### config.mk
export PLATFORM = sky130hd
export DESIGN_NAME = memory_game_top
export DESIGN_NICKNAME = d
export VERILOG_FILES = /design/src/memory_game_pkg.sv /design/src/button_pulse.sv /design/src/game_ctrl.sv /design/src/key_tracker.sv /design/src/memory_game_top.sv /design/src/tile_renderer.sv /design/src/vga_timing.sv
export SDC_FILE = /design/constraint.sdc
export NUM_CORES = 1
export LEC_CHECK = 0
export ABC_AREA = 1
export BUFFER_PORTS_ARGS = -buffer_cell sky130_fd_sc_hd__buf_2
export CORE_MARGIN = 5
export CORE_UTILIZATION = 30
export CTS_CLUSTER_DIAMETER = 200
export CTS_CLUSTER_SIZE = 24
export DETAILED_ROUTE_END_ITERATION = 10
export MAX_ROUTING_LAYER = met4
export SYNTH_ARGS = -nofsm -noshare
export SYNTH_HDL_FRONTEND = slang
export SYNTH_HIERARCHICAL = 1
export SYNTH_SLANG_ARGS = --single-unit
### constraint.sdc
create_clock -name clk -period 5.4 [get_ports clk]
set_input_delay 0.81 -clock clk [delete_from_list [all_inputs] [get_ports clk]]
set_output_delay 0.81 -clock clk [all_outputs]
set_load 0.05 [all_outputs]
### src/memory_game_pkg.sv
package memory_game_pkg;

    // Board and image geometry
    localparam int NUM_TILES  = 16;
    localparam int NUM_IMAGES = 8;
    localparam int IMG_ID_W   = $clog2(NUM_IMAGES);
    localparam int TILE_W     = 80;
    localparam int TILE_H     = 60;
    localparam int PIX_ADDR_W = 13;
    localparam int RGB_W      = 12;

    // 640x480 raster, one pixel per clk
    localparam int CNT_W    = 10;
    localparam int H_ACTIVE = 640;
    localparam int H_FRONT  = 16;
    localparam int H_SYNC   = 96;
    localparam int H_BACK   = 48;
    localparam int H_TOTAL  = H_ACTIVE + H_FRONT + H_SYNC + H_BACK;
    localparam int V_ACTIVE = 480;
    localparam int V_FRONT  = 10;
    localparam int V_SYNC   = 2;
    localparam int V_BACK   = 33;
    localparam int V_TOTAL  = V_ACTIVE + V_FRONT + V_SYNC + V_BACK;

    localparam int DEBOUNCE_LEN = 7;
    localparam int WIN_PAIRS    = 8;
    localparam int PAIR_CNT_W   = $clog2(WIN_PAIRS + 1);

    typedef logic [7:0] scan_code_t;

    localparam scan_code_t KEY_SHIFT = 8'h12;
    localparam scan_code_t KEY_ENTER = 8'h5A;

    // Row by row: 1-4, Q-R, A-F, Z-V
    localparam scan_code_t TILE_KEYS [NUM_TILES] = '{
        8'h16, 8'h1E, 8'h26, 8'h25,
        8'h15, 8'h1D, 8'h24, 8'h2D,
        8'h1C, 8'h1B, 8'h23, 8'h2B,
        8'h1A, 8'h22, 8'h21, 8'h2A
    };

    typedef logic [3:0] tile_idx_t;

    typedef enum logic [1:0] {
        GS_INIT,
        GS_SHOW,
        GS_GAME,
        GS_FINISH
    } game_state_t;

    typedef enum logic [1:0] {
        OP_PAIR,
        OP_FLIP,
        OP_HIDE
    } move_op_t;

    typedef struct packed {
        logic       strobe;
        logic       released;
        scan_code_t code;
    } key_event_t;

    typedef struct packed {
        logic      valid;
        move_op_t  op;
        tile_idx_t tile_a;
        tile_idx_t tile_b;
    } move_t;

    typedef struct packed {
        logic [CNT_W-1:0] h_cnt;
        logic [CNT_W-1:0] v_cnt;
        logic             active;
    } raster_t;

    typedef struct packed {
        logic [NUM_TILES-1:0] visible;
        logic [NUM_TILES-1:0] flip;
    } tile_view_t;

endpackage

### src/button_pulse.sv
module button_pulse (
    input  logic clk,
    input  logic rst,
    input  logic btn_i,
    output logic pulse_o
);
    import memory_game_pkg::*;

    logic [DEBOUNCE_LEN-1:0] samples;
    logic                    debounced;
    logic                    debounced_q;

    // Stable only when every sample in the window is high
    assign debounced = &samples;

    always_ff @(posedge clk or posedge rst) begin
        if (rst) begin
            samples <= '0;
        end else begin
            samples <= {samples[DEBOUNCE_LEN-2:0], btn_i};
        end
    end

    // Rising edge of the debounced level
    always_ff @(posedge clk or posedge rst) begin
        if (rst) begin
            debounced_q <= 1'b0;
            pulse_o     <= 1'b0;
        end else begin
            debounced_q <= debounced;
            pulse_o     <= debounced & ~debounced_q;
        end
    end

endmodule

### src/game_ctrl.sv
module game_ctrl (
    input  logic                         clk,
    input  logic                         rst,
    input  logic                         start_i,
    input  logic                         hint_i,
    input  memory_game_pkg::move_t       move_i,
    output memory_game_pkg::tile_view_t  view_o,
    output memory_game_pkg::game_state_t state_o,
    output logic                         pass_o
);
    import memory_game_pkg::*;

    game_state_t           state;
    logic [NUM_TILES-1:0]  show_bits;
    logic [NUM_TILES-1:0]  good_bits;
    logic [NUM_TILES-1:0]  flip_bits;
    logic                  armed;
    logic [PAIR_CNT_W-1:0] pair_cnt;
    logic                  pair_match;

    // Same image, same orientation, and not already solved
    assign pair_match = (move_i.tile_a[IMG_ID_W-1:0] == move_i.tile_b[IMG_ID_W-1:0])
        && (flip_bits[move_i.tile_a] == flip_bits[move_i.tile_b])
        && !good_bits[move_i.tile_a];

    always_ff @(posedge clk or posedge rst) begin
        if (rst) begin
            state     <= GS_INIT;
            show_bits <= '0;
            good_bits <= '0;
            flip_bits <= '0;
            armed     <= 1'b0;
            pair_cnt  <= '0;
            pass_o    <= 1'b0;
        end else begin
            case (state)
                GS_INIT: begin
                    show_bits <= '0;
                    good_bits <= '0;
                    flip_bits <= '0;
                    pair_cnt  <= '0;
                    pass_o    <= 1'b0;
                    if (start_i) begin
                        state <= GS_SHOW;
                    end
                end
                GS_SHOW: begin
                    show_bits <= '1;
                    if (start_i) begin
                        state     <= GS_GAME;
                        show_bits <= '0;
                        good_bits <= '0;
                        flip_bits <= '0;
                        pair_cnt  <= '0;
                        armed     <= 1'b1;
                    end
                end
                GS_GAME: begin
                    if (pair_cnt == PAIR_CNT_W'(WIN_PAIRS)) begin
                        state <= GS_FINISH;
                    end else if (move_i.valid && !hint_i) begin
                        case (move_i.op)
                            OP_PAIR: begin
                                if (armed) begin
                                    show_bits[move_i.tile_a] <= 1'b1;
                                    show_bits[move_i.tile_b] <= 1'b1;
                                    armed                    <= 1'b0;
                                    if (pair_match) begin
                                        good_bits[move_i.tile_a] <= 1'b1;
                                        good_bits[move_i.tile_b] <= 1'b1;
                                        pair_cnt                 <= pair_cnt + 1'b1;
                                    end
                                end
                            end
                            OP_FLIP: begin
                                if (armed) begin
                                    show_bits[move_i.tile_a] <= 1'b1;
                                    flip_bits[move_i.tile_a] <= ~flip_bits[move_i.tile_a];
                                    armed                    <= 1'b0;
                                end
                            end
                            OP_HIDE: begin
                                if (!armed) begin
                                    show_bits <= '0;
                                    armed     <= 1'b1;
                                end
                            end
                            default: begin
                            end
                        endcase
                    end
                end
                GS_FINISH: begin
                    pass_o <= 1'b1;
                    if (start_i) begin
                        state <= GS_INIT;
                    end
                end
                default: state <= GS_INIT;
            endcase
        end
    end

    // Hint in GAME reveals the whole board
    always_comb begin
        view_o.visible = (state == GS_GAME && hint_i) ? '1 : (show_bits | good_bits);
        view_o.flip    = flip_bits;
    end

    assign state_o = state;

endmodule

### src/key_tracker.sv
module key_tracker (
    input  logic                        clk,
    input  logic                        rst,
    input  memory_game_pkg::key_event_t key_i,
    output memory_game_pkg::move_t      move_o
);
    import memory_game_pkg::*;

    logic [NUM_TILES-1:0] held_tiles;
    logic                 held_shift;
    scan_code_t           prev_code;

    logic      c_hit;
    tile_idx_t c_idx;
    logic      p_hit;
    tile_idx_t p_idx;
    logic      c_shift;
    logic      p_shift;
    logic      p_held;
    move_t     next_move;

    // Tile lookup, returns {hit, index}
    function automatic logic [4:0] decode_tile(input scan_code_t code);
        logic [4:0] res;
        res = '0;
        for (int i = 0; i < NUM_TILES; i++) begin
            if (code == TILE_KEYS[i]) begin
                res = {1'b1, 4'(i)};
            end
        end
        return res;
    endfunction

    always_comb begin
        {c_hit, c_idx} = decode_tile(key_i.code);
        {p_hit, p_idx} = decode_tile(prev_code);
        c_shift = (key_i.code == KEY_SHIFT);
        p_shift = (prev_code == KEY_SHIFT);
        p_held  = (p_hit && held_tiles[p_idx]) || (p_shift && held_shift);

        next_move = '0;
        if (key_i.strobe && !key_i.released) begin
            if (key_i.code == KEY_ENTER) begin
                next_move.valid = 1'b1;
                next_move.op    = OP_HIDE;
            end else if (p_held && prev_code != key_i.code) begin
                if (c_shift && p_hit) begin
                    next_move.valid  = 1'b1;
                    next_move.op     = OP_FLIP;
                    next_move.tile_a = p_idx;
                end else if (p_shift && c_hit) begin
                    next_move.valid  = 1'b1;
                    next_move.op     = OP_FLIP;
                    next_move.tile_a = c_idx;
                end else if (c_hit && p_hit) begin
                    next_move.valid  = 1'b1;
                    next_move.op     = OP_PAIR;
                    next_move.tile_a = c_idx;
                    next_move.tile_b = p_idx;
                end
            end
        end
    end

    always_ff @(posedge clk or posedge rst) begin
        if (rst) begin
            held_tiles <= '0;
            held_shift <= 1'b0;
            prev_code  <= '0;
            move_o     <= '0;
        end else begin
            if (key_i.strobe) begin
                if (c_hit) begin
                    held_tiles[c_idx] <= !key_i.released;
                end
                if (c_shift) begin
                    held_shift <= !key_i.released;
                end
                if (!key_i.released) begin
                    prev_code <= key_i.code;
                end
            end
            move_o <= next_move;
        end
    end

endmodule

### src/memory_game_top.sv
module memory_game_top (
    input  logic                                     clk,
    input  logic                                     rst,
    input  logic                                     start_i,
    input  logic                                     hint_i,
    input  memory_game_pkg::key_event_t              key_i,
    input  logic [memory_game_pkg::RGB_W-1:0]        pixel_i,
    output logic [memory_game_pkg::IMG_ID_W-1:0]     img_id_o,
    output logic [memory_game_pkg::PIX_ADDR_W-1:0]   pix_addr_o,
    output logic [memory_game_pkg::RGB_W-1:0]        rgb_o,
    output logic                                     hsync_o,
    output logic                                     vsync_o,
    output memory_game_pkg::game_state_t             state_o,
    output logic                                     pass_o
);
    import memory_game_pkg::*;

    logic       start_pulse;
    move_t      move;
    tile_view_t view;
    raster_t    raster;

    button_pulse i_start_btn (
        .clk    (clk),
        .rst    (rst),
        .btn_i  (start_i),
        .pulse_o(start_pulse)
    );

    key_tracker i_keys (
        .clk   (clk),
        .rst   (rst),
        .key_i (key_i),
        .move_o(move)
    );

    game_ctrl i_ctrl (
        .clk    (clk),
        .rst    (rst),
        .start_i(start_pulse),
        .hint_i (hint_i),
        .move_i (move),
        .view_o (view),
        .state_o(state_o),
        .pass_o (pass_o)
    );

    vga_timing i_vga (
        .clk     (clk),
        .rst     (rst),
        .raster_o(raster),
        .hsync_o (hsync_o),
        .vsync_o (vsync_o)
    );

    tile_renderer i_render (
        .raster_i  (raster),
        .view_i    (view),
        .img_id_o  (img_id_o),
        .pix_addr_o(pix_addr_o),
        .pixel_i   (pixel_i),
        .rgb_o     (rgb_o)
    );

endmodule

### src/tile_renderer.sv
module tile_renderer (
    input  memory_game_pkg::raster_t                  raster_i,
    input  memory_game_pkg::tile_view_t               view_i,
    output logic [memory_game_pkg::IMG_ID_W-1:0]      img_id_o,
    output logic [memory_game_pkg::PIX_ADDR_W-1:0]    pix_addr_o,
    input  logic [memory_game_pkg::RGB_W-1:0]         pixel_i,
    output logic [memory_game_pkg::RGB_W-1:0]         rgb_o
);
    import memory_game_pkg::*;

    logic [CNT_W-2:0] x;
    logic [CNT_W-2:0] y;
    logic [1:0]       col;
    logic [1:0]       row;
    tile_idx_t        tile;
    logic [6:0]       px;
    logic [6:0]       py_raw;
    logic [6:0]       py;

    always_comb begin
        // Each image pixel covers 2x2 screen pixels
        x = raster_i.h_cnt[CNT_W-1:1];
        y = raster_i.v_cnt[CNT_W-1:1];

        col  = 2'(x / TILE_W);
        row  = 2'(y / TILE_H);
        tile = {row, col};

        px     = 7'(x % TILE_W);
        py_raw = 7'(y % TILE_H);
        // Vertical mirror
        py = view_i.flip[tile] ? 7'(TILE_H - 1) - py_raw : py_raw;
    end

    assign img_id_o   = tile[IMG_ID_W-1:0];
    assign pix_addr_o = PIX_ADDR_W'(px + py * TILE_W);

    assign rgb_o = (raster_i.active && view_i.visible[tile]) ? pixel_i : '0;

endmodule

### src/vga_timing.sv
module vga_timing (
    input  logic                     clk,
    input  logic                     rst,
    output memory_game_pkg::raster_t raster_o,
    output logic                     hsync_o,
    output logic                     vsync_o
);
    import memory_game_pkg::*;

    logic [CNT_W-1:0] pixel_cnt;
    logic [CNT_W-1:0] line_cnt;
    logic             h_active;
    logic             v_active;

    always_ff @(posedge clk or posedge rst) begin
        if (rst) begin
            pixel_cnt <= '0;
            line_cnt  <= '0;
        end else if (pixel_cnt == CNT_W'(H_TOTAL - 1)) begin
            pixel_cnt <= '0;
            if (line_cnt == CNT_W'(V_TOTAL - 1)) begin
                line_cnt <= '0;
            end else begin
                line_cnt <= line_cnt + 1'b1;
            end
        end else begin
            pixel_cnt <= pixel_cnt + 1'b1;
        end
    end

    // Sync goes low one count early since it is registered
    always_ff @(posedge clk or posedge rst) begin
        if (rst) begin
            hsync_o <= 1'b1;
            vsync_o <= 1'b1;
        end else begin
            hsync_o <= !((pixel_cnt >= CNT_W'(H_ACTIVE + H_FRONT - 1))
                && (pixel_cnt < CNT_W'(H_ACTIVE + H_FRONT + H_SYNC - 1)));
            vsync_o <= !((line_cnt >= CNT_W'(V_ACTIVE + V_FRONT - 1))
                && (line_cnt < CNT_W'(V_ACTIVE + V_FRONT + V_SYNC - 1)));
        end
    end

    assign h_active = (pixel_cnt < CNT_W'(H_ACTIVE));
    assign v_active = (line_cnt < CNT_W'(V_ACTIVE));

    always_comb begin
        raster_o.h_cnt  = h_active ? pixel_cnt : '0;
        raster_o.v_cnt  = v_active ? line_cnt : '0;
        raster_o.active = h_active && v_active;
    end

endmodule
* Word-level counts from Yosys, hierarchy flattened
Index checks and enable logic that the tools add are counted.
** Word-level totals
- Output and inout port bits :: 33
- Flip-flop bits (word level) :: 123
- Input port bits :: 26
** Operators by class
- Add/sub/neg operators :: 5
- Muxes and demuxes :: 106
- Reductions and logical operators :: 39
- Magnitude comparators :: 14
- $mul :: 1
- Div/mod/pow operators :: 4
- Equal/unequal tests :: 61
- Bitwise logic cells :: 9
** Operator list (number)
- 16-bit two-way mux :: 17
- 16-bit case mux with 3 select lines :: 4
- 5-bit two-way mux :: 32
- 8-bit by 6-bit equality test with 1-bit output, second input constant :: 18
- 8-bit by 5-bit equality test with 1-bit output, second input constant :: 16
- 16-bit bitwise OR :: 5
- 10-bit two-way mux :: 4
- 11-bit two-way mux :: 3
- 16-bit bitwise mux :: 2
- 9-bit by 6-bit divider with 32-bit output, second input constant :: 1
- 9-bit by 7-bit divider with 32-bit output, second input constant :: 1
- 9-bit by 6-bit modulo with 32-bit output, second input constant :: 1
- 9-bit by 7-bit modulo with 32-bit output, second input constant :: 1
- 4-bit two-way mux :: 8
- 4-bit by 5-bit < comparator with 1-bit output, second input constant :: 5
- 1-bit binary-select mux with 4-bit select :: 6
- 7-bit two-way mux :: 3
- 7-bit AND reduction :: 3
- 10-bit by 1-bit adder with 10-bit output, second input constant :: 2
- 10-bit equality test, second input constant :: 2
- 10-bit < comparator, second input constant :: 2
- 10-bit by 9-bit < comparator with 1-bit output, second input constant :: 2
- 1-bit logical AND :: 18
- 7-bit by 13-bit adder with 13-bit output :: 1
- 39 further kinds :: 82

* Longest topological paths before layout
- Word-level depth :: 25
- Gate-level depth with buffers :: 49
- Mapped depth without buffers :: 49

* Hierarchy
Netlist, hierarchy kept.
** Modules (own cells, without submodules)
- game_ctrl :: area an instance 4102.7 µm², cells an instance 635, instances 1
- key_tracker :: area an instance 2467.4 µm², cells an instance 342, instances 1
- tile_renderer :: area an instance 1908.1 µm², cells an instance 338, instances 1
- vga_timing :: area an instance 1393.8 µm², cells an instance 200, instances 1
- button_pulse :: area an instance 265.3 µm², cells an instance 19, instances 1

* Worst setup path before layout
No wires, ideal clock.
- Path kind :: reg2out
- Start point :: reg i_vga.line_cnt[6]
- End point :: out pix_addr_o[11] (netlist name)
- Cell stages (with the launch flop) :: 32
- Data required time :: 4.590 ns
- Slack :: -0.840 ns
- Arrival :: 5.430 ns
- Path buffers :: 0
- Path through :: dfrtp_1 nand2_1 nor3_1 nand2_1 nand2_1 nor2_1 inv_1 nor2_1 inv_1 nor2_1 nand3_4 nand3_1 nand2_2 nor2_4 nand3_4 nand2_1 nand3_2 nor2_4 nor2_4 nand2_4 inv_4 o21ai_0 inv_1 ha_1 a21oi_1 ha_1 ha_1 fa_1 nand2_1 nor2_1 nand4_1 xnor2_1
** RTL lines
- from (decl) :: line vga_timing.sv:11 : logic [CNT_W-1:0] line_cnt;
- from (signal assigned) :: line vga_timing.sv:24 : line_cnt <= line_cnt + 1'b1;
- to (decl) :: line memory_game_top.sv:9 : output logic [memory_game_pkg::PIX_ADDR_W-1:0] pix_addr_o,

==> results.cfg <==
[run_status]
status = finished, violations left
failed_checks = negative setup slack

[setup_path]
reg2regPathDepth = 12
worstPathMaxFanout = 7
cp.arrival_ns = 5.37
slowest_stage = fa_2
worst-path-buf-inv = 9
r2r_slack_ns = 1.99
path_class = reg2out
cpLargestDelayFamily = simple AND/OR/NAND/NOR gates
r2r-start = i_keys/move_o[4]$_DFF_PP0_
critPathCaptureType = primary output
r2r-end = i_ctrl/pair_cnt[3]$_DFFE_PP0P_
crit_required_ns = 4.59
slowest_delay_ns = 0.42
crit_top_cell = nand2_2
critPathLaunchType = flop

[synthesis]
syn_nets = 1590
syn_area_mm2 = 0.01013
yosys_warnings = 6
synthCells = 1531
syn-mean-instance-area_um2 = 6.614

[timing]
min_period_over_period_pct = 114.5
rsz0062_at_grt = yes
fin_crit_ns = 6.181
max_clock_freq_mhz = 161.8
skew_ns = 0.01431
slew_headroom_pct = 33.67
worst-slew-pin-transition_ns = 0.9913
hold_violations = 0
layout_setup_ws_ns = -0.7815
setup_violations = 6
finalMaxSlewViolations = 0
finalSetupTns_ns = -2.979

[route]
avgViaCountPerCell = 4.793
drc_errors = 0
drtPass1Iterations = 5
drtAntennaViolNets = 0
drtIter0Drc = 702
wire_per_inst_um = 13.63
dr_total_vias = 10320
routed_wl_um = 29360

[layout]
design_area_mm2 = 0.01276
final_util_pct = 38.14
fillers = 3468
drive_above_1_share_pct = 25.92
multiInputGateArea_mm2 = 0.006306
layout.nets = 1751
area_growth_pct = 26.00
seq_area_mm2 = 0.003080

[floorplan]
initial_core_util_pct = 30.27
coreArea_mm2 = 0.03345
die_area_mm2 = 0.03753
die_w_um = 193.7
fp-row-count = 67
ios = 59
die_h_um = 193.7

[pwr]
peakVddDrop_uv = 393.1
finalPower_mw = 4.279
leakage_nw = 6.491
powerDensity_mw_per_mm2 = 335.4

[place]
hpwl_um = 21070
place_area_mm2 = 0.01156
finalWeightedCongestion = 0.9234
pre_cts_slack_ns = -0.5501
portBuffers = 58

[grt]
grt_pass1_vias = 9938
grt-ovfl-total = 0
grt_max_degree = 57
grt_pass1_wl_um = 48660
grt_antenna_before_repair = 1
grt_usage_pct = 15.73

[clock_network]
cts_root_buf = clkbuf_16
ctsHoldBuffers = 0
cts_tree = yes
cts-buffers-inserted = 17
cts_max_path_buffers = 2
htree_num_levels = 4
insertion_delay_ns = 0.42
clkTransAtPathRegs_ns = 0.06
cts.sinks = 123

[min_path]
min_path_type = in2async

[job]
cap_violations = 0
how the worst max path moves through the flow:
stage | startpoint | end | slack [ns] | cells after the start
3_3_place_gp | i_vga/pixel_cnt[8]$_DFF_PP0_ | pix_addr_o[12] | -0.38 | 39
3_5_place_dp | i_vga/pixel_cnt[8]$_DFF_PP0_ | pix_addr_o[12] | -0.55 | 38
2_1_floorplan | i_vga/line_cnt[6]$_DFFE_PP0N_ | pix_addr_o[12] | -0.40 | 37
5_1_grt | i_vga/pixel_cnt[8]$_DFF_PP0_ | pix_addr_o[12] | -1.10 | 39
6_report | i_vga/pixel_cnt[8]$_DFF_PP0_ | pix_addr_o[12] | -0.78 | 39
4_1_cts | i_vga/line_cnt[7]$_DFFE_PP0N_ | pix_addr_o[12] | -0.64 | 38
metrics by stage:
step / std cells / hold slack (ns)
final: 2154 / 0.3718
after global placement: 2088 / 0.3595
after global routing: 2154 / 0.3829
after floorplan: 1531 / 0.3535
after detailed placement: 2088 / 0.3682
after CTS: 2134 / 0.3723
cells in the final DEF (no fill, tap or decap), types with 8 or more instances in the layout:
cell       count
nor3_1        21
inv_2         43
clkbuf_16     17
dfrtp_1      121
nand4_1       40
o22ai_1       20
o211ai_1       8
buf_2         51
o21ai_1       13
xor2_1        11
inv_1        189
nand2_4       16
a21oi_1       33
buf_4        124
nand3_4        9
nor3_2         8
nand3_1      103
nand2_2       55
nand2_1      390
ha_1          25
nand3_2       12
nor2_2        17
o21ai_0       73
nor2_1       173
a31oi_1        8
buf_6         11
nor2_4        18
state kept, by name, indices dropped and copies added (netlist names):
register / flops
i_start_btn/pulse_o: 1
i_keys/prev_code: 8
i_keys/held_tiles: 16
i_keys/move_o: 11
i_ctrl/flip_bits: 16
i_vga/vsync_o: 1
i_vga/line_cnt: 10
i_ctrl/pair_cnt: 4
i_start_btn/samples: 7
i_vga/hsync_o: 1
i_ctrl/state_o: 2
i_start_btn/debounced_q: 1
i_ctrl/good_bits: 16
i_ctrl/pass_o: 1
i_ctrl/armed: 1
i_ctrl/show_bits: 16
i_vga/pixel_cnt: 10
i_keys/held_shift: 1
layout make-up:
class	count	share of cell area [%]
antenna	1	0.01961
sequential	123	24.14
inverter	238	7.169
clock inverter	12	0.9905
timing repair buffer	187	10.39
timing repair inverter	1	0.04903
clock buffer	20	3.423
multi-input combinational	1124	49.43
tap	448	4.393
power breakdown:
group	switching (mW)	internal (mW)
Clock	0.434	0.676
Sequential	0.0544	1.01
Combinational	1.44	0.665
Total	1.93	2.35
layer usage:
layer / wire length (µm) / global-route usage, % / vias to the layer above
met4: 492 / 4.196 / 0
met3: 1653 / 2.242 / 39
met5: 0 / - / -
li1: - / - / 5191
met2: 14370 / 25.99 / 316
met1: 12850 / 20.33 / 4778
repair_timing:
action	in CTS	in global routing
cloned	0	2
endpoints found under the setup margin	8	18
setup buffers	14	17
gates resized for setup	30	59
pin swaps	32	54
Power figures use the tool's default switching activity.
